File: src/host_bus_pkg.sv
`default_nettype none

package host_bus_pkg;

   // region is adr[23:16]
   localparam logic [7:0] HOST_REGION_ROM = 8'h00;
   localparam logic [7:0] HOST_REGION_SP = 8'h01;

   typedef struct packed {
      logic [23:0] adr;
      logic [7:0]  dat;
      logic        we;
      logic        stb;
      logic        cyc;
   } host_req_t;

   typedef struct packed {
      logic [7:0] dat;
      logic       ack;
   } host_rsp_t;

   // single-cycle strobe into one memory, byte offset big-endian
   typedef struct packed {
      logic        stb;
      logic        we;
      logic [15:0] ofs;
      logic [7:0]  dat;
   } host_mem_req_t;

endpackage

`default_nettype wire

File: src/host_bridge.sv
`timescale 1ns/1ps
`default_nettype none

module host_bridge import host_bus_pkg::*; (
   input  logic          clk,
   input  logic          reset_i,
   input  host_req_t     host_i,
   output host_rsp_t     host_o,
   output host_mem_req_t rom_req_o,
   output host_mem_req_t sp_req_o,
   input  logic [7:0]    rom_dat_i,
   input  logic [7:0]    sp_dat_i
);

   logic [7:0] region;
   logic [7:0] region_q;
   logic       active;
   logic       acked;
   logic       start;
   logic       ack_q;

   assign region = host_i.adr[23:16];
   assign active = host_i.stb & host_i.cyc;
   assign start = active & ~acked; // first stb cycle only

   always_comb begin
      rom_req_o.stb = start && (region == HOST_REGION_ROM);
      rom_req_o.we = host_i.we;
      rom_req_o.ofs = host_i.adr[15:0];
      rom_req_o.dat = host_i.dat;
      sp_req_o.stb = start && (region == HOST_REGION_SP);
      sp_req_o.we = host_i.we;
      sp_req_o.ofs = host_i.adr[15:0];
      sp_req_o.dat = host_i.dat;
   end

   always_ff @(posedge clk) begin
      if (reset_i) begin
         ack_q <= 1'b0;
         acked <= 1'b0;
      end else begin
         ack_q <= start;
         acked <= active; // cleared once stb drops
      end
   end

   always_ff @(posedge clk) begin
      if (start) begin
         region_q <= region;
      end
   end

   always_comb begin
      host_o.ack = ack_q;
      case (region_q)
         HOST_REGION_ROM: host_o.dat = rom_dat_i;
         HOST_REGION_SP:  host_o.dat = sp_dat_i;
         default:         host_o.dat = 8'h00; // unmapped
      endcase
   end

endmodule

`default_nettype wire

File: config.mk
export PLATFORM = sky130hd
export DESIGN_NAME = host_bridge
export DESIGN_NICKNAME = d
export VERILOG_FILES = /design/src/host_bus_pkg.sv /design/src/host_bridge.sv
export SDC_FILE = /design/constraint.sdc
export NUM_CORES = 1
export LEC_CHECK = 0
export BUFFER_PORTS_ARGS = -buffer_cell sky130_fd_sc_hd__buf_4
export CAP_MARGIN = 20
export CORE_MARGIN = 1.5
export CORE_UTILIZATION = 31
export DETAILED_ROUTE_END_ITERATION = 6
export GPL_ROUTABILITY_DRIVEN = 0
export PLACE_DENSITY = 0.89
export SETUP_SLACK_MARGIN = 0.3
export SKIP_CTS_REPAIR_TIMING = 1
export SLEW_MARGIN = 20
export SYNTH_ARGS = -nofsm -noshare
export SYNTH_HDL_FRONTEND = slang
export SYNTH_SLANG_ARGS = --single-unit
export TNS_END_PERCENT = 50
File: constraint.sdc
create_clock -name clk -period 1.98 [get_ports clk]
set_clock_uncertainty 0.15 [all_clocks]
set_input_delay 0.198 -clock clk [delete_from_list [all_inputs] [get_ports clk]]
set_output_delay 0.198 -clock clk [all_outputs]
set_load 0.01 [all_outputs]
* Word level (Yosys, flattened, before mapping)
Index checks and enable logic that the tools add are counted.
** Storage, ports and cells
- Register bits :: 10
- Bits in latches :: 0
- Memory bits (writable) :: 0
- Memory bits (read-only) :: 0
- Logic and storage cells :: 13
- Memories :: 0
** Operators by class
- $add $sub $neg :: 0
- Multipliers :: 0
- Divide/modulo/power cells :: 0
- Order comparisons :: 0
- Equality and inequality tests :: 2
- Shifts and indexed selects :: 0
- Mux-type cells :: 1
- Bitwise gates (word level) :: 3
- Reduce and logical (&&, ||, !) cells :: 4
** Operators by type and width (number)
- == test 8 x 1 -> 1 bit (second input constant) :: 2
- logical NOT 8 bit :: 2
- case mux 8 bit (2 select lines) :: 1
- bitwise AND 1 bit :: 2
- logical AND 1 bit :: 2
- NOT 1 bit :: 1

* Longest topological paths before layout
- Depth in word-level cells :: 3
- Depth in mapped cells :: 3
- Gate-level depth less buffers :: 2

* Worst setup path after synthesis
No wires, ideal clock.
- Path type :: register to output
- From :: register region_q[6]
- To :: output port host_o[1] (netlist bit)
- Arrival time :: 1306 ps
- Data required time :: 1632 ps
- Slack :: 326 ps
- Cell stages (with the launch flop) :: 4
- Path buffers :: 1
- Path through :: edfxtp_1 or4_1 buf_2 nor3_1
** RTL lines
- start: declaration :: line host_bridge.sv:16 : logic [7:0] region_q;
- start signal: assignment :: line host_bridge.sv:49 : region_q <= region;
- end: declaration :: line host_bridge.sv:8 : output host_rsp_t host_o,

==> impl_metrics.ini <==
[status]
status = finished, final reports clean

[worst_setup_path]
end_kind = output pin
cp-start-kind = flop
worstSetupPathType = flop to output pin
cp.arrival_ps = 1610
worstPathRequired_ps = 1630
cp_max_fo = 8

[sta]
fin_tns_setup_ps = 0
hold_viol_final = 0
finalSetupViolCount = 0
finalCritPeriodShare = 0.9868
clock.fmax_mhz = 511.8
final_max_slew_viol_count = 0
relSlewSlack = 0.5839
min_period_ps = 1954
rsz0062_at_grt = true
worst_pin_slew_ps = 621.9
hold_slack_ps = 107.3

[synthesis]
ys.flop_type = edfxtp_1
post_synth.cell_area_avg_sq_um = 9.487
synth-seq-cells = 10
synth-edff-count = 8
ys_async_sr_fraction = 0
post_synth_instance_area_sq_um = 863.3
ys_seq_area_frac = 0.3246
synth_nets = 144
syn_inst = 91
synth_cell_types = 14
ys.warnings.count = 0

[clocking]
cts_buffer_depth = 2
cts_tree = yes
clkTransAtPathRegs_ps = 60
cts_buffers = 3
clock-root-buffer = clkbuf_4
cts_max_level = 1
clock_sinks = 10
clk_latency_ps = 260

[final_layout]
drive_gt1_frac = 0.5795
diodes = 0
post-route-util = 0.3795
syn2layout_area_growth_pct = 11.88
nNetsFinal = 142
finalNonFillerCells = 118

[drt]
num_vias = 579
viasPerCell = 4.907
avgRoutedWirePerCell_um = 17.38
drt-initial-drc-count = 6
ant_nets = 0
wl_um = 2051
drcViolationCount = 0
drtPass1Iterations = 4

[hold_path]
hold_path.class = input pin to flop

[floorplanning]
core_area_sq_mm = 0.002545
start_util = 0.3392
dieWidth_um = 55.77
die_y_um = 55.77
top_level_ports = 114
row_count = 18
die-area_sq_mm = 0.003110

[global_route]
track_usage = 0.1103
grt_start_max_net_pins = 9
grt_pass1_vias = 552
grt_first_pass_wirelength_um = 2649
grt.overflow.total = 0
antenna_found_initial = 0

[job]
cap_violations = 0

[pwr]
internal_power_mw = 0.3665
power_mw = 0.4715
seq_power_share = 0.514
power.leakage_nw = 0.4116
switchingPower_mw = 0.1051
switching_share = 0.2228
ir_drop_v = 0.0003617
clkPwrFrac = 0.296
powerDensity_mw_per_mm2 = 488.1
combPwrFrac = 0.190

[place]
portBuffers = 38
place_inst = 105
hpwlAfterDp_um = 1516
-- power groups by stage --
stage	combinational (mW)	clock [mW]	sequential [mW]
after floorplan	0.127	0	0.243
after global placement	0.0658	0	0.246
after detailed placement	0.0689	0	0.246
after CTS	0.0691	0.146	0.242
after global routing	0.0966	0.156	0.243
final	0.0898	0.139	0.242
-- final timing paths --
check	startpoint	endpoint	slack [ps]	depth (start not counted)
max	region_q[2]$_DFFE_PP_	host_o[7]	30	3
min	host_i[1]	acked$_SDFF_PP0_	110	3
max reg2reg	acked$_SDFF_PP0_	region_q[5]$_DFFE_PP_	620	1
min reg2reg	acked$_SDFF_PP0_	ack_q$_SDFF_PP0_	360	1
-- registers in the layout, summed over array words and instances (netlist names) --
name,count
acked,1
region_q,8
ack_q,1
-- metrics by stage --
stage,setup WS [ps],area (sq um)
2_1_floorplan,326.0,863.3
3_3_place_gp,248.1,790.8
3_5_place_dp,178.0,790.8
4_1_cts,-119.4,817.0
5_1_grt,-26.75,965.9
6_report,26.21,965.9
-- critical path, stage by stage (launching register included) --
cell,delay [ps]
edfxtp_1,360
or4_4,640
nor3_2,190
buf_4,160
-- cell families after synthesis --
logic type	Yosys count	share of synthesized area
buf+inv	54	0.4580
simple gates	19	0.1246
flops	10	0.3246
mux	8	0.09276
-- Yosys cell counts, types with 2 or more instances --
| master | count | share of area |
|---|---|---|
| dfxtp_1 | 2 | 0.046 |
| mux2i_1 | 8 | 0.093 |
| buf_4 | 51 | 0.44 |
| nor2_1 | 2 | 0.0087 |
| nor4_1 | 2 | 0.014 |
| edfxtp_1 | 8 | 0.28 |
| or4_1 | 3 | 0.026 |
| nor3_1 | 9 | 0.052 |
-- routing by layer --
metal / vias up / share of wire / track usage
met4: 0 / 0.023 / 0.07317
met5: - / 0 / 0
met1: 267 / 0.28 / 0.09900
met2: 50 / 0.58 / 0.2143
met3: 7 / 0.11 / 0.02558
li1: 255 / - / -
-- placed cells by master (no fill, tap or decap), types with 2 or more instances in the layout --
cell           synthesis  routed
buf_4                 51      37
dlygate4sd3_1          0       9
mux2i_1                8       8
edfxtp_1               8       8
nor3_2                 0       7
clkbuf_4               0       3
nor2_1                 2       2
or4_1                  3       2
nor4_1                 2       2
dfxtp_1                2       2
-- area by class of cell --
type	instances	area (sq um)
repair buffers	47	379.1
clock inverters	1	3.754
multi-input cells	27	242.7
flip-flops and latches	10	280.3
clock buffers	3	22.52
fillers	252	1579
well taps	30	37.54
Note: power is estimated with default switching activity, not from simulation.
