[config.mk]
export PLATFORM = sky130hd
export DESIGN_NAME = read_data_merge
export DESIGN_NICKNAME = d
export VERILOG_FILES = /design/src/cpu_bus_pkg.sv /design/src/read_data_merge.sv
export SDC_FILE = /design/constraint.sdc
export NUM_CORES = 1
export LEC_CHECK = 0
export BUFFER_PORTS_ARGS = -buffer_cell sky130_fd_sc_hd__buf_2
export CORE_MARGIN = 2
export CORE_UTILIZATION = 23
export DETAILED_ROUTE_END_ITERATION = 6
export GPL_TIMING_DRIVEN = 0
export HOLD_SLACK_MARGIN = 0.05
export PLACE_DENSITY = 0.79
export SYNTH_ARGS = -nofsm -noshare
export SYNTH_HDL_FRONTEND = slang
export SYNTH_SLANG_ARGS = --single-unit
[constraint.sdc]
create_clock -name clk -period 0.96 [get_ports clk]
set_input_delay 0.096 -clock clk [delete_from_list [all_inputs] [get_ports clk]]
set_output_delay 0.096 -clock clk [all_outputs]
set_load 0.01 [all_outputs]
[src/cpu_bus_pkg.sv]
`default_nettype none

package cpu_bus_pkg;

   localparam int ROM_WORDS = 4096;
   localparam int ROM_AW = $clog2(ROM_WORDS);

   localparam int SP_WORDS = 128;
   localparam int SP_AW = $clog2(SP_WORDS);
   localparam logic [14:0] SP_BASE = 15'h4000; // byte 0x8000
   localparam int SP_MIRROR_WORDS = 512;

   localparam logic [15:0] OPEN_BUS = 16'hffff;

   // one CPU memory cycle
   typedef struct packed {
      logic        memen;
      logic        we;
      logic        dbin;
      logic [14:0] a;  // word address
      logic [15:0] q;  // write data
   } cpu_bus_t;

   typedef struct packed {
      logic romen;
      logic spen;
      logic open;
   } bus_sel_t;

endpackage

`default_nettype wire

[src/read_data_merge.sv]
`timescale 1ns/1ps
`default_nettype none

module read_data_merge import cpu_bus_pkg::*; (
   input  logic        clk,
   input  logic        reset_i,
   input  cpu_bus_t    cpu_i,
   input  bus_sel_t    sel_i,
   input  logic [15:0] rom_d_i,
   input  logic [15:0] sp_d_i,
   output logic [15:0] d_o
);

   logic rom_valid;
   logic sp_valid;

   // valid lines up with the synchronous memory read
   always_ff @(posedge clk) begin
      if (reset_i) begin
         rom_valid <= 1'b0;
         sp_valid <= 1'b0;
      end else begin
         rom_valid <= cpu_i.dbin & sel_i.romen;
         sp_valid <= cpu_i.dbin & sel_i.spen;
      end
   end

   // idle sources float high, open reads fall out as OPEN_BUS
   assign d_o = OPEN_BUS &
                (rom_valid ? rom_d_i : OPEN_BUS) &
                (sp_valid ? sp_d_i : OPEN_BUS);

endmodule

`default_nettype wire

After elaboration in Yosys (flattened, before gate mapping)
Cells that the tools add are included.
{"block": "word_totals", "regBits": 2, "input_bits": 71, "out_inout_bits": 16, "elab_cells": 7}
{"block": "op_classes", "mux": 2, "n_bitwise": 3}
{"operator": "$mux W16", "n": 2}
{"operator": "$and A16 B16 Y16", "n": 1}
{"operator": "$and A1 B1 Y1", "n": 2}

Depth between registers and ports, before layout
Gate-level depths: netlist of run 1.
{"block": "depth", "ltp_word": 2, "mapped_depth": 3, "mapped_depth_nobuf": 2}

Least setup slack after synthesis of run 1
Ideal clock, no wire load.
{"block": "synth_timing", "kind": "register to output", "start": "register rom_valid", "end": "output port d_o[10]", "t_arrival_ns": 0.743, "t_required_ns": 0.864, "slack_ns": 0.121, "path_stages_with_launch": 4, "path_buffers": 2, "path_cell_list": "dfxtp_1 -> buf_6 -> buf_6 -> a22oi_2"}
{"block": "synth_between", "elab_chain_cells": 2}
{"element": "start: declaration", "line": "read_data_merge.sv:14", "source": "logic rom_valid;"}
{"element": "start signal: assignment", "line": "read_data_merge.sv:23", "source": "rom_valid <= cpu_i.dbin & sel_i.romen;"}
{"element": "$mux W16", "line": "read_data_merge.sv:30", "source": "(rom_valid ? rom_d_i : OPEN_BUS) &"}
{"element": "$and A16 B16 Y16", "line": "read_data_merge.sv:30"}
{"element": "end: declaration", "line": "read_data_merge.sv:11", "source": "output logic [15:0] d_o"}
Every way passes these cells.

Final worst setup path of run 1
{"block": "layout_timing", "start": "register sp_valid", "end": "output port d_o[6]"}
{"block": "layout_between", "elab_chain_cells": 2}
{"element": "start: declaration", "line": "read_data_merge.sv:15", "source": "logic sp_valid;"}
{"element": "start signal: assignment", "line": "read_data_merge.sv:24", "source": "sp_valid <= cpu_i.dbin & sel_i.spen;"}
{"element": "$mux W16", "line": "read_data_merge.sv:31", "source": "(sp_valid ? sp_d_i : OPEN_BUS);"}
{"element": "$and A16 B16 Y16", "line": "read_data_merge.sv:30"}
Every way passes these cells.

==> impl_metrics.ini, run 1 <==
[run_status]
outcome = complete, but fails checks
violations = negative setup slack

[synthesis]
synth.avg_cell_area_um2 = 7.11
ys.flop_type = dfxtp_1
synth_area_um2 = 398
synth_commonest_cells = inv_1 (32), a22oi_2 (11), a22oi_1 (5)
synth_xor_xnor_area_share = 0
ys_top_cells_by_area = a22oi_2 (35%), inv_1 (30%), buf_6 (11%)
synth_nets = 127
synth_most_common_cell = inv_1
synthSimpleGateAreaFrac = 0.0440
synth-compound-area-share = 0.440
synth_edf_count = 0
ys_seq_area_frac = 0.101
synth_fa_ha_area_frac = 0
ys_async_sr_fraction = 0
synth_top_family_by_area = compound AO/OA/AOI/OAI gates
yosys_warnings = 0
synthMuxAreaShare = 0
yosysUniqueCellTypes = 6
synthCells = 56
synth_top_cell_by_area = a22oi_2
synth.top_cell.area_share = 0.346
synth-seq-cells = 2

[setup_path]
worstPathRequired_ps = 860
critPathLaunchType = flop
crit_path_top_delay_cell = dfxtp_1
worstSetupPathType = reg -> out
cp_num_buf_inv = 3
crit_family = buffers and inverters
max_stage_delay_ps = 290
crit_fanout = 8
path_cells = buf_6 -> clkbuf_16 -> a22oi_2 -> buf_2
end_kind = output port
cp_data_arrival_time_ps = 1070

[die]
rows = 15
initial_core_util = 0.238
die_h_um = 45.6
die_width_um = 45.6
die-area_mm2 = 0.00208
core_mm2 = 0.00167
ioPinCount = 87

[min_path]
hold_start = sel_i[2]
hold_path_end = rom_valid
hold_class = in -> reg
worstHoldPathCells = 2

[route]
wl_met2_um = 607
num_vias = 554
wl_per_cell_um = 9.48
via_per_inst = 4.17
drt_iter0_markers = 3
wirelength_mm = 1.26
wl_met3_um = 90
dr.pass1.iters = 4
drc_errors = 0
wl_met1_um = 548
ant_nets = 0
highest_layer = met4

[timing]
relSlewSlack = 0.893
rsz0062_at_grt = yes
final.setup.worst_slack_ps = -210
setup_viol_count_final = 16
tightest_slew_ps = 160
holdWs_ps = 120
max_freq_mhz = 855
fin_crit_sh = 1.22
finalHoldViolCount = 0
slew_viol_final = 0
fin_crit_ps = 1170

[clocking]
cts_tree = built
cts-root-buf = clkbuf_4
numCtsBuffers = 3
cts_max_path_buffers = 2
htree_levels = 1
clock_sinks = 2
clkTransAtPathRegs_ps = 30

[finish]
area_growth_pct = 105
fill_cells = 159
layout-drive-gt1-share = 0.681
fin_nets = 189
multi_input_area_um2 = 208
regArea_um2 = 43.8
fin_area_um2 = 817
antenna_cells = 0

[grt]
antenna_found_initial = 0
grt_max_degree = 11
track_usage = 0.109
grt_pass1_wl_mm = 1.73
overflow = 0
grt_pass1_vias = 473

[place]
placed_area_um2 = 679
gp_congestion = 0.674
place.port_buffers = 52
hpwl_um = 978
place_ws_ps = -4.98

[pwr]
leakage_uw = 0.000490
power_density_mw_per_mm2 = 648
ir_drop_v = 0.000673

[flow_run]
max_cap_viol_count = 0
[power by group]
group | switching [uW] | internal (uW) | total (uW)
Clock | 43.1 | 138 | 181
Sequential | 5.86 | 85.7 | 91.6
Combinational | 108 | 150 | 258
Total | 157 | 373 | 530
[stage by stage]
stage	utilization	setup TNS [ps]	power (uW)	std cells
after CTS	0.470	-3340	533	131
after floorplan	-	0	203	56
after global placement	0.407	0	307	125
after global routing	0.489	-3470	574	133
after detailed placement	0.407	-8.15	313	125
final	0.489	-2880	530	133
[sequential cells by signal, summed over array words and instances, names as in the netlist]
name	cells
sp_valid	1
rom_valid	1
[metal layers]
| layer | track usage | vias up |
|---|---|---|
| li1 | - | 287 |
| met1 | 0.132 | 235 |
| met2 | 0.203 | 30 |
| met3 | 0.0119 | 2 |
| met4 | 0.0176 | 0 |
| met5 | 0 | - |
[cells in the final DEF (no fill, tap or decap)]
cell | netlist | routed
a22oi_1 | 5 | 2
buf_2 | 0 | 52
a22oi_2 | 11 | 14
dfxtp_1 | 2 | 1
buf_4 | 0 | 2
buf_6 | 4 | 3
dfxtp_4 | 0 | 1
buf_16 | 0 | 1
inv_1 | 32 | 32
clkbuf_4 | 0 | 3
buf_12 | 0 | 2
clkbuf_16 | 0 | 1
and3b_1 | 2 | 2
[logic make-up after synthesis]
family                 count (synthesis)
AO/OA/AOI/OAI                         16
buffers and inverters                 36
flip-flops                             2
AND/OR/NAND/NOR                        2
[how the worst max path moves through the flow]
| stage | depth (start not counted) | from | slack [ps] | endpoint |
|---|---|---|---|---|
| 2_1_floorplan | 3 | rom_valid | 120 | d_o[10] |
| 6_report | 4 | sp_valid | -210 | d_o[6] |
| 3_3_place_gp | 4 | rom_valid | 2 | d_o[9] |
| 5_1_grt | 4 | sp_valid | -240 | d_o[9] |
| 3_5_place_dp | 4 | rom_valid | -5 | d_o[9] |
| 4_1_cts | 4 | rom_valid | -230 | d_o[9] |
[repair_timing]
action | CTS | global route
buffers inserted | 2 | 2
pin swaps | 1 | 3
hold buffers | 0 | 0
gates resized for setup | 11 | 1
cloned | 1 | 1
setup endpoints to repair | 16 | 16
[cell type report]
class,instances,share of cell area
Inverter,32,0.147
Sequential cell,2,0.0536
Buffer,3,0.0628
Multi-Input combinational cell,18,0.254
Timing Repair Buffer,58,0.429
Clock buffer,3,0.0276
Tap cell,17,0.0260
No activity file was read; power rests on OpenSTA's default activity.
==> run 2, diff against run 1 <==
==> config.mk (replaced) <==
export PLATFORM = sky130hd
export DESIGN_NAME = read_data_merge
export DESIGN_NICKNAME = d
export VERILOG_FILES = /design/src/cpu_bus_pkg.sv /design/src/read_data_merge.sv
export SDC_FILE = /design/constraint.sdc
export NUM_CORES = 1
export LEC_CHECK = 0
export CORE_AREA = 2 2 39 41
export DETAILED_ROUTE_END_ITERATION = 6
export DIE_AREA = 0 0 41 43
export DONT_BUFFER_PORTS = 1
export GPL_TIMING_DRIVEN = 0
export HOLD_SLACK_MARGIN = 0.05
export SYNTH_ARGS = -nofsm -noshare
export SYNTH_HDL_FRONTEND = slang
export SYNTH_SLANG_ARGS = --single-unit
==> run 2 against run 1 <==
- the run still ends with negative setup slack left
- worst hold slack worse by 50 ps
- critical endpoint is now d_o[9]
- via count is 29% lower
- largest power group is now clock
- core utilization is 5.6 points lower
- maximum frequency is 7.7% higher
==> impl_metrics.ini, run 2 (synthesized netlist as in run 1, its figures left out) <==
[pwr]
ir_drop_v = 0.000575
switchingPower_uw = 140
power_uw = 454
clockPowerShare = 0.409
comb_power_share = 0.392
leakage_uw = 0.000321
p_seq_frac = 0.199
power_density_mw_per_mm2 = 757
p_int_uw = 314
swShare = 0.309

[setup_path]
crit_path_top_delay_cell = dfxtp_1
cp_data_arrival_time_ps = 990
crit_end = d_o[9]
crit_fanout = 6
critPathLaunchType = flop
startpoint = sp_valid
worstSetupPathType = reg -> out
path_cells = buf_6 -> clkbuf_16 -> a22oi_2
end_kind = output port
worstPathRequired_ps = 860
max_stage_delay_ps = 300

[finish]
regArea_um2 = 43.8
area_growth_pct = 50.6
mostFrequentLayoutCell = inv_1
fill_cells = 137
fin_cells = 83
fin_nets = 140
layout-drive-gt1-share = 0.433
largestRegisters = rom_valid x1, sp_valid x1
multi_input_area_um2 = 218
antenna_cells = 0
mostFrequentLayoutCells = inv_1 (32), a22oi_2 (16), clkbuf_4 (3), dlygate4sd3_1 (3)

[grt]
grt_pass1_vias = 324
grt_pass1_wl_mm = 1.23
antenna_found_initial = 0
grt_max_degree = 11
track_usage = 0.105
overflow = 0

[route]
wl_per_cell_um = 12.2
num_vias = 392
ant_nets = 0
wirelength_mm = 1.02
via_per_inst = 4.72
drt_iter0_markers = 2
dr.pass1.iters = 2
drc_errors = 0

[place]
hpwl_um = 733
place.port_buffers = 0
gp_congestion = 0.543
dp.cells = 72

[clocking]
cts_max_path_buffers = 2
cts-root-buf = clkbuf_4
cts_tree = built
numCtsBuffers = 3
clock_sinks = 2
clkTransAtPathRegs_ps = 30
htree_levels = 1

[min_path]
hold_start = reset_i
hold_class = in -> reg

[timing]
holdWs_ps = 69.5
rsz0062_at_grt = yes
fin_crit_ps = 1090
final.setup.tns_ps = -1640
final.setup.worst_slack_ps = -127
finalHoldViolCount = 0
relSlewSlack = 0.935
fin_crit_sh = 1.13
setup_viol_count_final = 16
tightest_slew_ps = 97.3
max_freq_mhz = 920
slew_viol_final = 0

[die]
core_mm2 = 0.00138
initial_core_util = 0.288
die_width_um = 41
die_h_um = 43
ioPinCount = 87
rows = 14
die-area_mm2 = 0.00176

[flow_run]
max_cap_viol_count = 0

[run_status]
violations = negative setup slack
outcome = complete, but fails checks
-- run 2: cell count changes in the layout (fill, tap and decap cells not counted) --
cell | before | now
a22oi_1 | 2 | 0
a22oi_2 | 14 | 16
buf_2 | 52 | 0
buf_6 | 3 | 2
buf_8 | 0 | 1
dlygate4sd3_1 | 0 | 3
-- run 2: critical path: cells and delay by family (launching register included) --
kind / cells / cell delay, ps
AOI/OAI and AO/OA: 1 / 180
DFF: 1 / 300
buffers and inverters: 2 / 290
-- run 2: worst min path at each step --
stage / to / slack [ps] / depth (start not counted)
detailed placement: sp_valid / 260 / 1
global placement: sp_valid / 260 / 1
CTS: sp_valid / 60 / 1
finish: rom_valid / 70 / 1
floorplan: rom_valid / 250 / 1
global route: rom_valid / 60 / 1
-- run 2: cell type report --
class                   instances  share of cell area
plain buffers                   3              0.0772
clock buffers                   3              0.0376
inverters                      32               0.200
multi-input cells              18               0.363
flip-flops and latches          2              0.0731
well taps                      16              0.0334
repair buffers                  9               0.215
-- run 2: what timing repair did --
item                                    CTS  global route
gates cloned                              1             1
hold buffers                              3             0
endpoints found under the setup margin   16            16
hold endpoints to repair                  2             0
resized for setup                        11             1
pin swaps                                10             7
buffers inserted                          1             3
-- run 2: power groups by stage --
stage / logic (uW) / registers (uW) / clock network (uW)
floorplan: 114 / 89.5 / 0
global placement: 125 / 89.6 / 0
detailed placement: 128 / 89.6 / 0
CTS: 167 / 88.8 / 201
global route: 193 / 90.6 / 210
finish: 178 / 90.3 / 186
-- run 2: routing by layer --
metal  routed length (um)  vias up  part of all wire  global-route usage
li1                     -      189                 -                   -
met1                  326      171              0.32              0.0927
met2                  551       32              0.54               0.188
met3                  137        0              0.13              0.0209
met4                    0        0                 0              0.0800
met5                    0        -                 0                   0
-- run 2: metrics by stage --
| step | setup slack (ps) | cell area, um2 | util |
|---|---|---|---|
| floorplan | 121 | 398 | - |
| finish | -127 | 599 | 0.433 |
| CTS | -172 | 548 | 0.396 |
| global placement | 86.1 | 418 | 0.302 |
| global route | -166 | 599 | 0.433 |
| detailed placement | 71.6 | 418 | 0.302 |
